`config.mk`:
```
export PLATFORM = sky130hd
export DESIGN_NAME = mmioPeriph
export DESIGN_NICKNAME = d
export VERILOG_FILES = /design/src/mmioPkg.sv /design/src/periphPkg.sv /design/src/mmioDecode.sv /design/src/tickTimer.sv /design/src/gpioPort.sv /design/src/uartTransmit.sv /design/src/uartReceive.sv /design/src/mmioResult.sv /design/src/mmioPeriph.sv
export VERILOG_INCLUDE_DIRS = /design/src
export SDC_FILE = /design/constraint.sdc
export NUM_CORES = 1
export LEC_CHECK = 0
export ABC_AREA = 1
export BUFFER_PORTS_ARGS = -buffer_cell sky130_fd_sc_hd__buf_4
export CELL_PAD_IN_SITES_DETAIL_PLACEMENT = 1
export CELL_PAD_IN_SITES_GLOBAL_PLACEMENT = 1
export CORE_MARGIN = 1.5
export CORE_UTILIZATION = 42
export DETAILED_ROUTE_END_ITERATION = 16
export HOLD_SLACK_MARGIN = 0.12
export PLACE_DENSITY_LB_ADDON = 0.15
export SLEW_MARGIN = 20
export SYNTH_ARGS = -nofsm -noshare
export SYNTH_HDL_FRONTEND = slang
export SYNTH_HIERARCHICAL = 1
export SYNTH_SLANG_ARGS = --single-unit
```
`constraint.sdc`:
```
create_clock -name clock -period 2.5 [get_ports clock]
set_input_delay 0 -clock clock [delete_from_list [all_inputs] [get_ports clock]]
set_output_delay 0 -clock clock [all_outputs]
set_load 0.005 [all_outputs]
```
`src/periph_cfg.svh`:
```
/*
 Peripheral block configuration.
 Tick and baud increments, FIFO depth and the register map.
*/
`ifndef PERIPH_CFG_SVH
`define PERIPH_CFG_SVH

// per-clock fraction of a microsecond whose carry out is one tick
`define PERIPH_TICK_INC 16'h4000
// fraction of a bit time added per microsecond
`define PERIPH_BAUD_INC 16'h4000
`define PERIPH_FIFO_DEPTH 8

// address bits 27:16 of the peripheral page
`define PERIPH_PAGE 12'h000

`define PERIPH_OFF_TIMERLO  16'hE000
`define PERIPH_OFF_TIMERHI  16'hE004
`define PERIPH_OFF_UARTDATA 16'hE010
`define PERIPH_OFF_UARTTX   16'hE014
`define PERIPH_OFF_UARTSTAT 16'hE018
`define PERIPH_OFF_BOUNCE   16'hE080
`define PERIPH_OFF_GPIOIN   16'hE100
`define PERIPH_OFF_GPIOOUT  16'hE104
`define PERIPH_OFF_GPIODIR  16'hE108
`define PERIPH_OFF_GPIOSET  16'hE110
`define PERIPH_OFF_GPIOCLR  16'hE114

`endif

```
`src/mmioPkg.sv`:
```
/*
 MMIO bus types.
 Request and response words of the strobe bus and its OK codes.
*/
`default_nettype none

package mmioPkg;

	// opm bit positions
	localparam int OPM_SIZE_LO = 0;
	localparam int OPM_SIZE_HI = 1;
	localparam int OPM_READ = 3;
	localparam int OPM_WRITE = 4;

	// size field value for a 64-bit access
	localparam logic [1:0] SIZE_QUAD = 2'd3;

	typedef enum logic [1:0]
	{
		READY = 2'b00,
		OK = 2'b01,
		HOLD = 2'b10
	} okCode_t;

	typedef struct packed
	{
		logic [63:0] data;
		logic [31:0] addr;
		logic [4:0] opm;
	} mmioReq_t;

	typedef struct packed
	{
		logic [63:0] data;
		okCode_t ok;
	} mmioRsp_t;

endpackage

`default_nettype wire

```
`src/periphPkg.sv`:
```
/*
 Peripheral types.
 Register select, the decoded operation passed to each block and UART status.
*/
`default_nettype none

package periphPkg;

	typedef enum logic [3:0]
	{
		NONE,
		TIMERLO,
		TIMERHI,
		UARTDATA,
		UARTTX,
		UARTSTAT,
		BOUNCE,
		GPIOIN,
		GPIOOUT,
		GPIODIR,
		GPIOSET,
		GPIOCLR
	} regSel_t;

	// one decoded access, registered once per cycle
	typedef struct packed
	{
		regSel_t sel;
		logic rdLevel;
		logic wrLevel;
		logic rdEdge;
		logic wrEdge;
		logic quad;
		logic [63:0] wdata;
	} regOp_t;

	typedef struct packed
	{
		logic txFull;
		logic txEmpty;
		logic rxFull;
		logic rxReady;
	} uartStat_t;

endpackage

`default_nettype wire

```
`src/mmioDecode.sv`:
```
/*
 MMIO request decoder.
 Registers the bus request, matches page and offset, and builds
 the access levels and first-cycle edges for the execute blocks.
*/
`default_nettype none
`timescale 1ns/1ps
`include "periph_cfg.svh"

module mmioDecode
(
	input wire logic clock,
	input wire logic reset,
	input mmioPkg::mmioReq_t mmioReq,
	output periphPkg::regOp_t op
);

	mmioPkg::mmioReq_t reqQ;
	periphPkg::regOp_t opNext;
	logic pageHit;

	always_ff @(posedge clock)
	begin
		reqQ.data <= mmioReq.data;
		reqQ.addr <= mmioReq.addr;
		if (reset)
			reqQ.opm <= '0;
		else
			reqQ.opm <= mmioReq.opm;
	end

	assign pageHit = (reqQ.addr[27:16] == `PERIPH_PAGE);

	always_comb
	begin
		opNext.sel = periphPkg::NONE;
		if (pageHit)
		begin
			case (reqQ.addr[15:0])
				`PERIPH_OFF_TIMERLO: opNext.sel = periphPkg::TIMERLO;
				`PERIPH_OFF_TIMERHI: opNext.sel = periphPkg::TIMERHI;
				`PERIPH_OFF_UARTDATA: opNext.sel = periphPkg::UARTDATA;
				`PERIPH_OFF_UARTTX: opNext.sel = periphPkg::UARTTX;
				`PERIPH_OFF_UARTSTAT: opNext.sel = periphPkg::UARTSTAT;
				`PERIPH_OFF_BOUNCE: opNext.sel = periphPkg::BOUNCE;
				`PERIPH_OFF_GPIOIN: opNext.sel = periphPkg::GPIOIN;
				`PERIPH_OFF_GPIOOUT: opNext.sel = periphPkg::GPIOOUT;
				`PERIPH_OFF_GPIODIR: opNext.sel = periphPkg::GPIODIR;
				`PERIPH_OFF_GPIOSET: opNext.sel = periphPkg::GPIOSET;
				`PERIPH_OFF_GPIOCLR: opNext.sel = periphPkg::GPIOCLR;
				default: opNext.sel = periphPkg::NONE;
			endcase
		end
		opNext.rdLevel = reqQ.opm[mmioPkg::OPM_READ] && pageHit;
		opNext.wrLevel = reqQ.opm[mmioPkg::OPM_WRITE] && pageHit;
		// op still holds last cycle's levels
		opNext.rdEdge = opNext.rdLevel && !op.rdLevel;
		opNext.wrEdge = opNext.wrLevel && !op.wrLevel;
		opNext.quad = (reqQ.opm[mmioPkg::OPM_SIZE_HI:mmioPkg::OPM_SIZE_LO]
			== mmioPkg::SIZE_QUAD);
		opNext.wdata = reqQ.data;
	end

	always_ff @(posedge clock)
	begin
		op.wdata <= opNext.wdata;
		if (reset)
		begin
			op.sel <= periphPkg::NONE;
			op.rdLevel <= 1'b0;
			op.wrLevel <= 1'b0;
			op.rdEdge <= 1'b0;
			op.wrEdge <= 1'b0;
			op.quad <= 1'b0;
		end
		else
		begin
			op.sel <= opNext.sel;
			op.rdLevel <= opNext.rdLevel;
			op.wrLevel <= opNext.wrLevel;
			op.rdEdge <= opNext.rdEdge;
			op.wrEdge <= opNext.wrEdge;
			op.quad <= opNext.quad;
		end
	end

	// an access held over several cycles keeps its register
	assert property (@(posedge clock) disable iff (reset)
		((op.rdLevel && !op.rdEdge) || (op.wrLevel && !op.wrEdge))
		|-> op.sel == $past(op.sel))
	else
		$error("register changed during a held access at %0t", $time);

endmodule

`default_nettype wire

```
`src/tickTimer.sv`:
```
/*
 Microsecond tick and timers.
 A fractional accumulator makes the microsecond tick; two 64-bit
 counters track microseconds and clocks.
*/
`default_nettype none
`timescale 1ns/1ps
`include "periph_cfg.svh"

module tickTimer
(
	input wire logic clock,
	input wire logic reset,
	output logic usTick,
	output logic [63:0] timer1MHz,
	output logic [63:0] timerCycles
);

	logic [15:0] fracAcc;
	logic [15:0] fracNext;
	logic carry;

	assign {carry, fracNext} = {1'b0, fracAcc} + 17'(`PERIPH_TICK_INC);

	always_ff @(posedge clock)
	begin
		if (reset)
		begin
			fracAcc <= '0;
			usTick <= 1'b0;
			timer1MHz <= '0;
			timerCycles <= '0;
		end
		else
		begin
			fracAcc <= fracNext;
			usTick <= carry;
			timerCycles <= timerCycles + 64'd1;
			if (usTick)
				timer1MHz <= timer1MHz + 64'd1;
		end
	end

	assert property (@(posedge clock) disable iff (reset)
		timer1MHz >= $past(timer1MHz))
	else
		$error("timer1MHz went backwards at %0t", $time);

endmodule

`default_nettype wire

```
`src/gpioPort.sv`:
```
/*
 GPIO port.
 Output and direction registers with set and clear access and readback.
*/
`default_nettype none
`timescale 1ns/1ps

module gpioPort
(
	input wire logic clock,
	input wire logic reset,
	input periphPkg::regOp_t op,
	output logic [31:0] gpioOut,
	output logic [31:0] gpioDir,
	output logic [31:0] gpioRead
);

	// a held write loads the same value on every cycle of its level
	always_ff @(posedge clock)
	begin
		if (reset)
		begin
			gpioOut <= '0;
			gpioDir <= '0;
		end
		else if (op.wrLevel)
		begin
			case (op.sel)
				periphPkg::GPIOOUT: gpioOut <= op.wdata[31:0];
				periphPkg::GPIODIR: gpioDir <= op.wdata[31:0];
				periphPkg::GPIOSET: gpioOut <= gpioOut | op.wdata[31:0];
				periphPkg::GPIOCLR: gpioOut <= gpioOut & ~op.wdata[31:0];
				default:
				begin
				end
			endcase
		end
	end

	always_comb
	begin
		case (op.sel)
			periphPkg::GPIOOUT,
			periphPkg::GPIOSET,
			periphPkg::GPIOCLR: gpioRead = gpioOut;
			periphPkg::GPIODIR: gpioRead = gpioDir;
			default: gpioRead = '0;
		endcase
	end

endmodule

`default_nettype wire

```
`src/uartTransmit.sv`:
```
/*
 UART transmitter.
 Byte FIFO fed by writes to the TX register, and an 8N1 serializer
 paced by a baud accumulator on the microsecond tick.
*/
`default_nettype none
`timescale 1ns/1ps
`include "periph_cfg.svh"

module uartTransmit
(
	input wire logic clock,
	input wire logic reset,
	input periphPkg::regOp_t op,
	input wire logic usTick,
	output logic uartTx,
	output logic txFull,
	output logic txEmpty
);

	localparam int Depth = `PERIPH_FIFO_DEPTH;
	localparam int PtrW = $clog2(Depth);
	localparam logic [PtrW:0] FullCount = (PtrW + 1)'(Depth);

	logic [7:0] fifoMem [Depth];
	logic [PtrW-1:0] wrPtr;
	logic [PtrW-1:0] rdPtr;
	logic [PtrW:0] count;
	logic push;
	logic pop;

	logic busy;
	logic [3:0] bitPos;
	logic [7:0] shiftReg;
	logic [15:0] baudAcc;
	logic [15:0] baudNext;
	logic baudStep;
	logic bitEnd;
	logic lineNext;

	assign txFull = (count == FullCount);
	// empty only once the last frame has left the shifter too
	assign txEmpty = (count == '0) && !busy;
	assign push = op.wrEdge && (op.sel == periphPkg::UARTTX) && !txFull;
	assign pop = !busy && (count != '0);

	assign {baudStep, baudNext} = {1'b0, baudAcc} + 17'(`PERIPH_BAUD_INC);
	assign bitEnd = busy && usTick && baudStep;

	always_ff @(posedge clock)
	begin
		if (push)
			fifoMem[wrPtr] <= op.wdata[7:0];
	end

	always_ff @(posedge clock)
	begin
		if (reset)
		begin
			wrPtr <= '0;
			rdPtr <= '0;
			count <= '0;
		end
		else
		begin
			if (push)
				wrPtr <= wrPtr + 1'b1;
			if (pop)
				rdPtr <= rdPtr + 1'b1;
			case ({push, pop})
				2'b10: count <= count + 1'b1;
				2'b01: count <= count - 1'b1;
				default: count <= count;
			endcase
		end
	end

	// bitPos 0 is the start bit, 1..8 data, 9 stop
	always_comb
	begin
		if (!busy || bitPos == 4'd9)
			lineNext = 1'b1;
		else if (bitPos == 4'd0)
			lineNext = 1'b0;
		else
			lineNext = shiftReg[0];
	end

	always_ff @(posedge clock)
	begin
		if (pop)
			shiftReg <= fifoMem[rdPtr];
		else if (bitEnd && bitPos != 4'd0)
			shiftReg <= {1'b0, shiftReg[7:1]};
	end

	always_ff @(posedge clock)
	begin
		if (reset)
		begin
			busy <= 1'b0;
			bitPos <= '0;
			baudAcc <= '0;
			uartTx <= 1'b1;
		end
		else
		begin
			uartTx <= lineNext;
			if (pop)
			begin
				busy <= 1'b1;
				bitPos <= '0;
				baudAcc <= '0;
			end
			else if (busy && usTick)
			begin
				baudAcc <= baudNext;
				if (baudStep)
				begin
					if (bitPos == 4'd9)
						busy <= 1'b0;
					else
						bitPos <= bitPos + 4'd1;
				end
			end
		end
	end

	// a write into a full FIFO leaves the fill level alone
	assert property (@(posedge clock) disable iff (reset)
		(op.wrEdge && op.sel == periphPkg::UARTTX && txFull && !pop)
		|=> count == $past(count))
	else
		$error("TX push while full at %0t", $time);

endmodule

`default_nettype wire

```
`src/uartReceive.sv`:
```
/*
 UART receiver.
 Start-bit detect, mid-bit sampling of 8N1 frames and a byte FIFO
 popped by reads of the data register.
*/
`default_nettype none
`timescale 1ns/1ps
`include "periph_cfg.svh"

module uartReceive
(
	input wire logic clock,
	input wire logic reset,
	input periphPkg::regOp_t op,
	input wire logic usTick,
	input wire logic uartRx,
	output logic [7:0] rxHead,
	output logic rxFull,
	output logic rxReady
);

	localparam int Depth = `PERIPH_FIFO_DEPTH;
	localparam int PtrW = $clog2(Depth);
	localparam logic [PtrW:0] FullCount = (PtrW + 1)'(Depth);

	logic [7:0] fifoMem [Depth];
	logic [PtrW-1:0] wrPtr;
	logic [PtrW-1:0] rdPtr;
	logic [PtrW:0] count;
	logic push;
	logic pop;

	logic rxMeta;
	logic rxSync;
	logic rxLast;
	logic busy;
	logic [3:0] bitPos;
	logic [7:0] shiftReg;
	logic [7:0] rxByte;
	logic [15:0] baudAcc;
	logic [15:0] baudNext;
	logic baudStep;
	logic sample;
	logic byteDone;

	assign rxFull = (count == FullCount);
	assign rxReady = (count != '0);
	// empty FIFO reads as zero
	assign rxHead = rxReady ? fifoMem[rdPtr] : 8'h00;

	assign {baudStep, baudNext} = {1'b0, baudAcc} + 17'(`PERIPH_BAUD_INC);
	assign sample = busy && usTick && baudStep;
	assign byteDone = sample && (bitPos == 4'd8);
	assign rxByte = {rxSync, shiftReg[7:1]};

	assign push = byteDone && !rxFull;
	assign pop = op.rdEdge && (op.sel == periphPkg::UARTDATA) && rxReady;

	always_ff @(posedge clock)
	begin
		if (push)
			fifoMem[wrPtr] <= rxByte;
		if (sample && bitPos != 4'd0 && bitPos != 4'd9)
			shiftReg <= rxByte;
	end

	always_ff @(posedge clock)
	begin
		if (reset)
		begin
			wrPtr <= '0;
			rdPtr <= '0;
			count <= '0;
		end
		else
		begin
			if (push)
				wrPtr <= wrPtr + 1'b1;
			if (pop)
				rdPtr <= rdPtr + 1'b1;
			case ({push, pop})
				2'b10: count <= count + 1'b1;
				2'b01: count <= count - 1'b1;
				default: count <= count;
			endcase
		end
	end

	always_ff @(posedge clock)
	begin
		if (reset)
		begin
			rxMeta <= 1'b1;
			rxSync <= 1'b1;
			rxLast <= 1'b1;
			busy <= 1'b0;
			bitPos <= '0;
			baudAcc <= '0;
		end
		else
		begin
			rxMeta <= uartRx;
			rxSync <= rxMeta;
			rxLast <= rxSync;
			if (!busy)
			begin
				// restart half a bit early so each carry lands mid-bit
				if (rxLast && !rxSync)
				begin
					busy <= 1'b1;
					bitPos <= '0;
					baudAcc <= 16'h8000;
				end
			end
			else if (usTick)
			begin
				baudAcc <= baudNext;
				if (baudStep)
				begin
					if (bitPos == 4'd0 && rxSync)
						busy <= 1'b0;
					else if (bitPos == 4'd9)
						// a low stop bit holds here until the line idles high
						busy <= !rxSync;
					else
						bitPos <= bitPos + 4'd1;
				end
			end
		end
	end

	assert property (@(posedge clock) disable iff (reset)
		(byteDone && rxFull && !pop) |=> count == $past(count))
	else
		$error("RX push while full at %0t", $time);

endmodule

`default_nettype wire

```
`src/mmioResult.sv`:
```
/*
 MMIO response stage.
 Read data mux, OK code and the one-cycle bounce interrupt word.
*/
`default_nettype none
`timescale 1ns/1ps

module mmioResult
(
	input wire logic clock,
	input wire logic reset,
	input periphPkg::regOp_t op,
	input wire logic [63:0] timer1MHz,
	input wire logic [31:0] gpioIn,
	input wire logic [31:0] gpioRead,
	input wire logic [7:0] rxHead,
	input wire logic txFull,
	input wire logic txEmpty,
	input wire logic rxFull,
	input wire logic rxReady,
	output mmioPkg::mmioRsp_t mmioRsp,
	output logic [63:0] bounceIrq
);

	periphPkg::uartStat_t uartStat;
	mmioPkg::okCode_t okNext;
	logic [63:0] rdData;
	logic [7:0] rxHold;
	logic rxPopRead;
	logic writable;

	assign uartStat = '{txFull: txFull, txEmpty: txEmpty, rxFull: rxFull, rxReady: rxReady};
	assign rxPopRead = op.rdEdge && (op.sel == periphPkg::UARTDATA);
	assign writable = op.sel inside {periphPkg::UARTTX, periphPkg::BOUNCE,
		periphPkg::GPIOOUT, periphPkg::GPIODIR, periphPkg::GPIOSET, periphPkg::GPIOCLR};

	// popped byte stays visible for the rest of a held read
	always_ff @(posedge clock)
	begin
		if (rxPopRead)
			rxHold <= rxHead;
	end

	always_comb
	begin
		case (op.sel)
			periphPkg::TIMERLO:
				rdData = {op.quad ? timer1MHz[63:32] : 32'h0, timer1MHz[31:0]};
			periphPkg::TIMERHI: rdData = {32'h0, timer1MHz[63:32]};
			periphPkg::UARTSTAT: rdData = {60'h0, uartStat};
			periphPkg::UARTDATA: rdData = {56'h0, rxPopRead ? rxHead : rxHold};
			periphPkg::GPIOIN: rdData = {32'h0, gpioIn};
			periphPkg::GPIOOUT,
			periphPkg::GPIODIR,
			periphPkg::GPIOSET,
			periphPkg::GPIOCLR: rdData = {32'h0, gpioRead};
			default: rdData = '0;
		endcase

		okNext = mmioPkg::READY;
		if ((op.sel != periphPkg::NONE && op.rdLevel) || (op.wrLevel && writable))
			okNext = mmioPkg::OK;
	end

	always_ff @(posedge clock)
	begin
		if (reset)
		begin
			mmioRsp.ok <= mmioPkg::READY;
			mmioRsp.data <= '0;
			bounceIrq <= '0;
		end
		else
		begin
			mmioRsp.ok <= okNext;
			mmioRsp.data <= rdData;
			bounceIrq <= (op.wrEdge && op.sel == periphPkg::BOUNCE) ? op.wdata : 64'h0;
		end
	end

endmodule

`default_nettype wire

```
`src/mmioPeriph.sv`:
```
/*
 MMIO peripheral block.
 Timers, GPIO, UART and bounce interrupt behind one strobe bus port.
*/
`default_nettype none
`timescale 1ns/1ps

module mmioPeriph
(
	input wire logic clock,
	input wire logic reset,
	input mmioPkg::mmioReq_t mmioReq,
	output mmioPkg::mmioRsp_t mmioRsp,
	input wire logic [31:0] gpioIn,
	output logic [31:0] gpioOut,
	output logic [31:0] gpioDir,
	input wire logic uartRx,
	output logic uartTx,
	output logic [63:0] timer1MHz,
	output logic [63:0] timerCycles,
	output logic [63:0] bounceIrq
);

	periphPkg::regOp_t op;
	logic usTick;
	logic [31:0] gpioRead;
	logic [7:0] rxHead;
	logic txFull;
	logic txEmpty;
	logic rxFull;
	logic rxReady;

	mmioDecode decode (.clock(clock), .reset(reset), .mmioReq(mmioReq), .op(op));

	tickTimer timer
	(
		.clock(clock), .reset(reset), .usTick(usTick),
		.timer1MHz(timer1MHz), .timerCycles(timerCycles)
	);

	gpioPort gpio
	(
		.clock(clock), .reset(reset), .op(op),
		.gpioOut(gpioOut), .gpioDir(gpioDir), .gpioRead(gpioRead)
	);

	uartTransmit uartTxBlock
	(
		.clock(clock), .reset(reset), .op(op), .usTick(usTick),
		.uartTx(uartTx), .txFull(txFull), .txEmpty(txEmpty)
	);

	uartReceive uartRxBlock
	(
		.clock(clock), .reset(reset), .op(op), .usTick(usTick), .uartRx(uartRx),
		.rxHead(rxHead), .rxFull(rxFull), .rxReady(rxReady)
	);

	mmioResult result
	(
		.clock(clock), .reset(reset), .op(op), .timer1MHz(timer1MHz),
		.gpioIn(gpioIn), .gpioRead(gpioRead), .rxHead(rxHead),
		.txFull(txFull), .txEmpty(txEmpty), .rxFull(rxFull), .rxReady(rxReady),
		.mmioRsp(mmioRsp), .bounceIrq(bounceIrq)
	);

endmodule

`default_nettype wire

```
==> results.cfg <==
[place]
dp.final_hpwl_mm = 74.3
io_buffers = 452
globalplace.congestion = 0.917
place_area_sq_mm = 0.0320

[power]
p_seq_share_pct = 46.7
power.density_mw_per_mm2 = 692
swShare_pct = 24.9
power.internal_mw = 19.1
power_frac_clock_pct = 44.4
p_total_mw = 25.5
peakVddDrop_mv = 0.461
combinationalPowerShare_pct = 8.9
p_leak_nw = 15.1
p_switching_mw = 6.34

[clock_network]
cts_made_buffers = 76
numClockSinks = 688
cts_setup_buffers = 0
cts_root_buf = clkbuf_16
clkTransAtPathRegs_ns = 0.06
clk_latency_ns = 0.62
htreeDepth = 3
cts_tree = done
clockBufferDepth = 3

[hold_path]
hp-start = reset
holdPathEnd = timer/timer1MHz[36]
hold_depth = 3
min_path_type = input port to register

[layout]
fillCellCount = 7693
syn2layout_area_growth_pct = 33.4
register_area_sq_mm = 0.0152
multiInputGateArea_sq_mm = 0.0103
design_area_sq_mm = 0.0368
final_nets = 4210
drive_gt1_share_pct = 19.8

[die]
start_util_pct = 42.6
die_y_um = 259
num_rows = 93
die_x_um = 259
core_area_sq_mm = 0.0647
io_pins = 459
dieArea_sq_mm = 0.0672

[timing]
fin_crit_sh_pct = 91.1
relSlewSlack_pct = 36.7
fmax_ghz = 0.439
finalSetupTns_ns = 0
period_needed_ns = 2.28
setup_viol = 0
holdWs_ns = 0.235
hold_violations = 0
maxSlewViolCount = 0
finalClockSkew_ns = 0.0128
tightest_slew_ns = 0.948
rsz0062_at_grt = no

[grt]
grt_pass1_wl_mm = 164
grt_pass1_vias = 27600
grt_max_degree = 65
grt_remaining_overflow = 0
grt_use_total_pct = 32.0
antenna_found_initial = 4

[route]
drc_errors = 0
routedWlPerCell_um = 22.2
drt_wl_total_mm = 110
postRouteAntennaNets = 0
vias = 26300
drt-initial-drc-count = 1698
viasPerCell = 5.30
drt_pass1_iterations = 5

[critical_path]
crit_type = register to register
crit_family = simple AND/OR/NAND/NOR gates
cp.required_ns = 3.01
slowest_delay_ns = 0.53
cp.buffers_inverters = 3
r2r-start = decode/op[71]
r2r_end = uartTxBlock/count[2]
worst_path_max_delay_cell = dfxtp_1
startpoint_type = register
end_kind = register
cp_data_arrival_time_ns = 2.78
r2r_cells = 13
crit_fanout = 8
cp_cell_sequence = nand3_1 > nor3_2 > buf_4 > nand2_2 > ha_1 > nand2_1 > inv_1 > nor2_1 > ha_1 > a21oi_1 > xnor2_1 > o21ai_1 > inv_1
r2r_slack_ns = 0.22
path_depth = 13

[logic_synthesis]
ys_seq_elements = 688
yosys.area.top_type_share_pct = 39.6
yosysSeqAreaShare_pct = 55.1
yosysTopAreaCell = dfxtp_1
syn_inst = 3324
syn_area_sq_mm = 0.0276
synth_enable_flop_cells = 143
synth_most_common_cell = nand2_1
synthTopCellsByCount = 649 x nand2_1, 547 x nor2_1, 545 x dfxtp_1
synth_ff_type = dfxtp_1
syn_area_per_cell_sq_um = 8.30
synth.area.top_cells = dfxtp_1 40%, edfxtp_1 16%, nand2_1 8.8%, nor2_1 7.4%, inv_1 4.8%
synth_cell_type_count = 56
ys_warn_count = 6
async_flop_share_pct = 0
syn_nets = 3481

[job]
drv_cap = 0

[run_status]
status = completed
-- layout by cell type (no fill, tap or decap), drive strengths merged, types with 25 or more instances in the layout --
cell,Yosys,layout
nand2,683,683
buf,70,526
o21ai,195,195
a21oi,183,183
o21bai,37,37
clkinv,4,25
nand3,202,202
edfxtp,143,143
nor2,629,629
nand4,34,34
dlygate4sd3,0,230
dfxtp,545,545
inv,376,382
nor3,52,52
clkbuf,33,104
-- through the flow --
| step | std cells | setup WS [ns] | util (%) |
|---|---|---|---|
| 2_1_floorplan | 3324 | 0.492 | - |
| 3_3_place_gp | 4600 | 0.364 | 49.5 |
| 3_5_place_dp | 4600 | 0.257 | 49.5 |
| 4_1_cts | 4966 | 0.240 | 56.9 |
| 5_1_grt | 4968 | 0.0584 | 56.9 |
| 6_report | 4969 | 0.222 | 56.9 |
-- cell type report --
type                    instances  area share [%]
diodes                          3          0.0204
repair buffers                756            17.1
flip-flops and latches        688            41.3
clock inverters                32           0.823
well taps                     855            2.91
inverters                     380            3.89
multi-input cells            2151            28.0
clock buffers                 104            5.90
-- how the worst max path moves through the flow --
stage / startpoint / slack, ns / end
after floorplan: decode/op[71] / 0.49 / uartTxBlock/fifoMem[1][0]
after global placement: decode/op[71] / 0.36 / result/mmioRsp[18]
after detailed placement: decode/op[71] / 0.26 / uartTxBlock/count[2]
after CTS: decode/op[71] / 0.24 / uartTxBlock/count[2]
after global routing: decode/op[71] / 0.06 / uartTxBlock/count[2]
final: decode/op[71] / 0.22 / uartTxBlock/count[2]
-- sequential cells by signal (all words and copies together), names as in the netlist, 4 cells and up, named ones only --
signal	count
gpio/gpioDir	32
uartTxBlock/bitPos	4
result/mmioRsp	65
decode/opNext	64
uartRxBlock/shiftReg	7
uartRxBlock/count	4
uartRxBlock/bitPos	4
uartTxBlock/fifoMem	64
uartRxBlock/fifoMem	64
timer/timer1MHz	64
uartTxBlock/count	4
gpio/gpioOut	32
decode/op	73
uartTxBlock/shiftReg	8
result/rxHold	8
timer/timerCycles	64
decode/reqQ	32
result/bounceIrq	64
-- what timing repair did --
action,4_1_cts,5_1_grt
hold buffers,230,0
gates resized for setup,0,0
hold endpoints to repair,229,0
-- worst register-to-register path: stages, from the launching register on --
cell	delay, ns
dfxtp_1	0.53
nand3_1	0.18
nor3_2	0.15
buf_4	0.18
nand2_2	0.06
ha_1	0.25
nand2_1	0.09
inv_1	0.06
nor2_1	0.14
ha_1	0.19
a21oi_1	0.05
xnor2_1	0.13
o21ai_1	0.12
inv_1	0.05
-- power groups by stage --
stage | Combinational, mW | Sequential, mW | Clock [mW]
2_1_floorplan | 1.41 | 12.1 | 0
3_3_place_gp | 1.82 | 12.1 | 0
3_5_place_dp | 1.92 | 12.1 | 0
4_1_cts | 2.21 | 11.9 | 11.4
5_1_grt | 2.46 | 11.9 | 11.9
6_report | 2.26 | 11.9 | 11.3
-- routing by layer --
layer / global-route usage (%) / share of wire [%] / wire length (um) / vias up
met5: 0 / 0 / 0 / -
met4: 15.6 / 5.1 / 5610 / 0
met3: 5.06 / 5.7 / 6290 / 280
met2: 55.5 / 49 / 54100 / 924
met1: 38.8 / 40 / 44200 / 13000
li1: - / - / - / 12100
-- cells by family (layout without fill, tap and decap cells) --
logic type / Yosys count / after routing / share of synthesized area, %
AO/OA/AOI/OAI: 437 / 437 / 8.56
XOR/XNOR: 28 / 28 / 0.889
adder cells (fa/ha/maj): 21 / 21 / 0.953
buffers and inverters: 485 / 1272 / 7.48
flip-flops: 688 / 688 / 55.1
other: 1 / 4 / 0.0136
AND/OR/NAND/NOR: 1664 / 1664 / 27.0
Power figures use the tool's default switching activity.
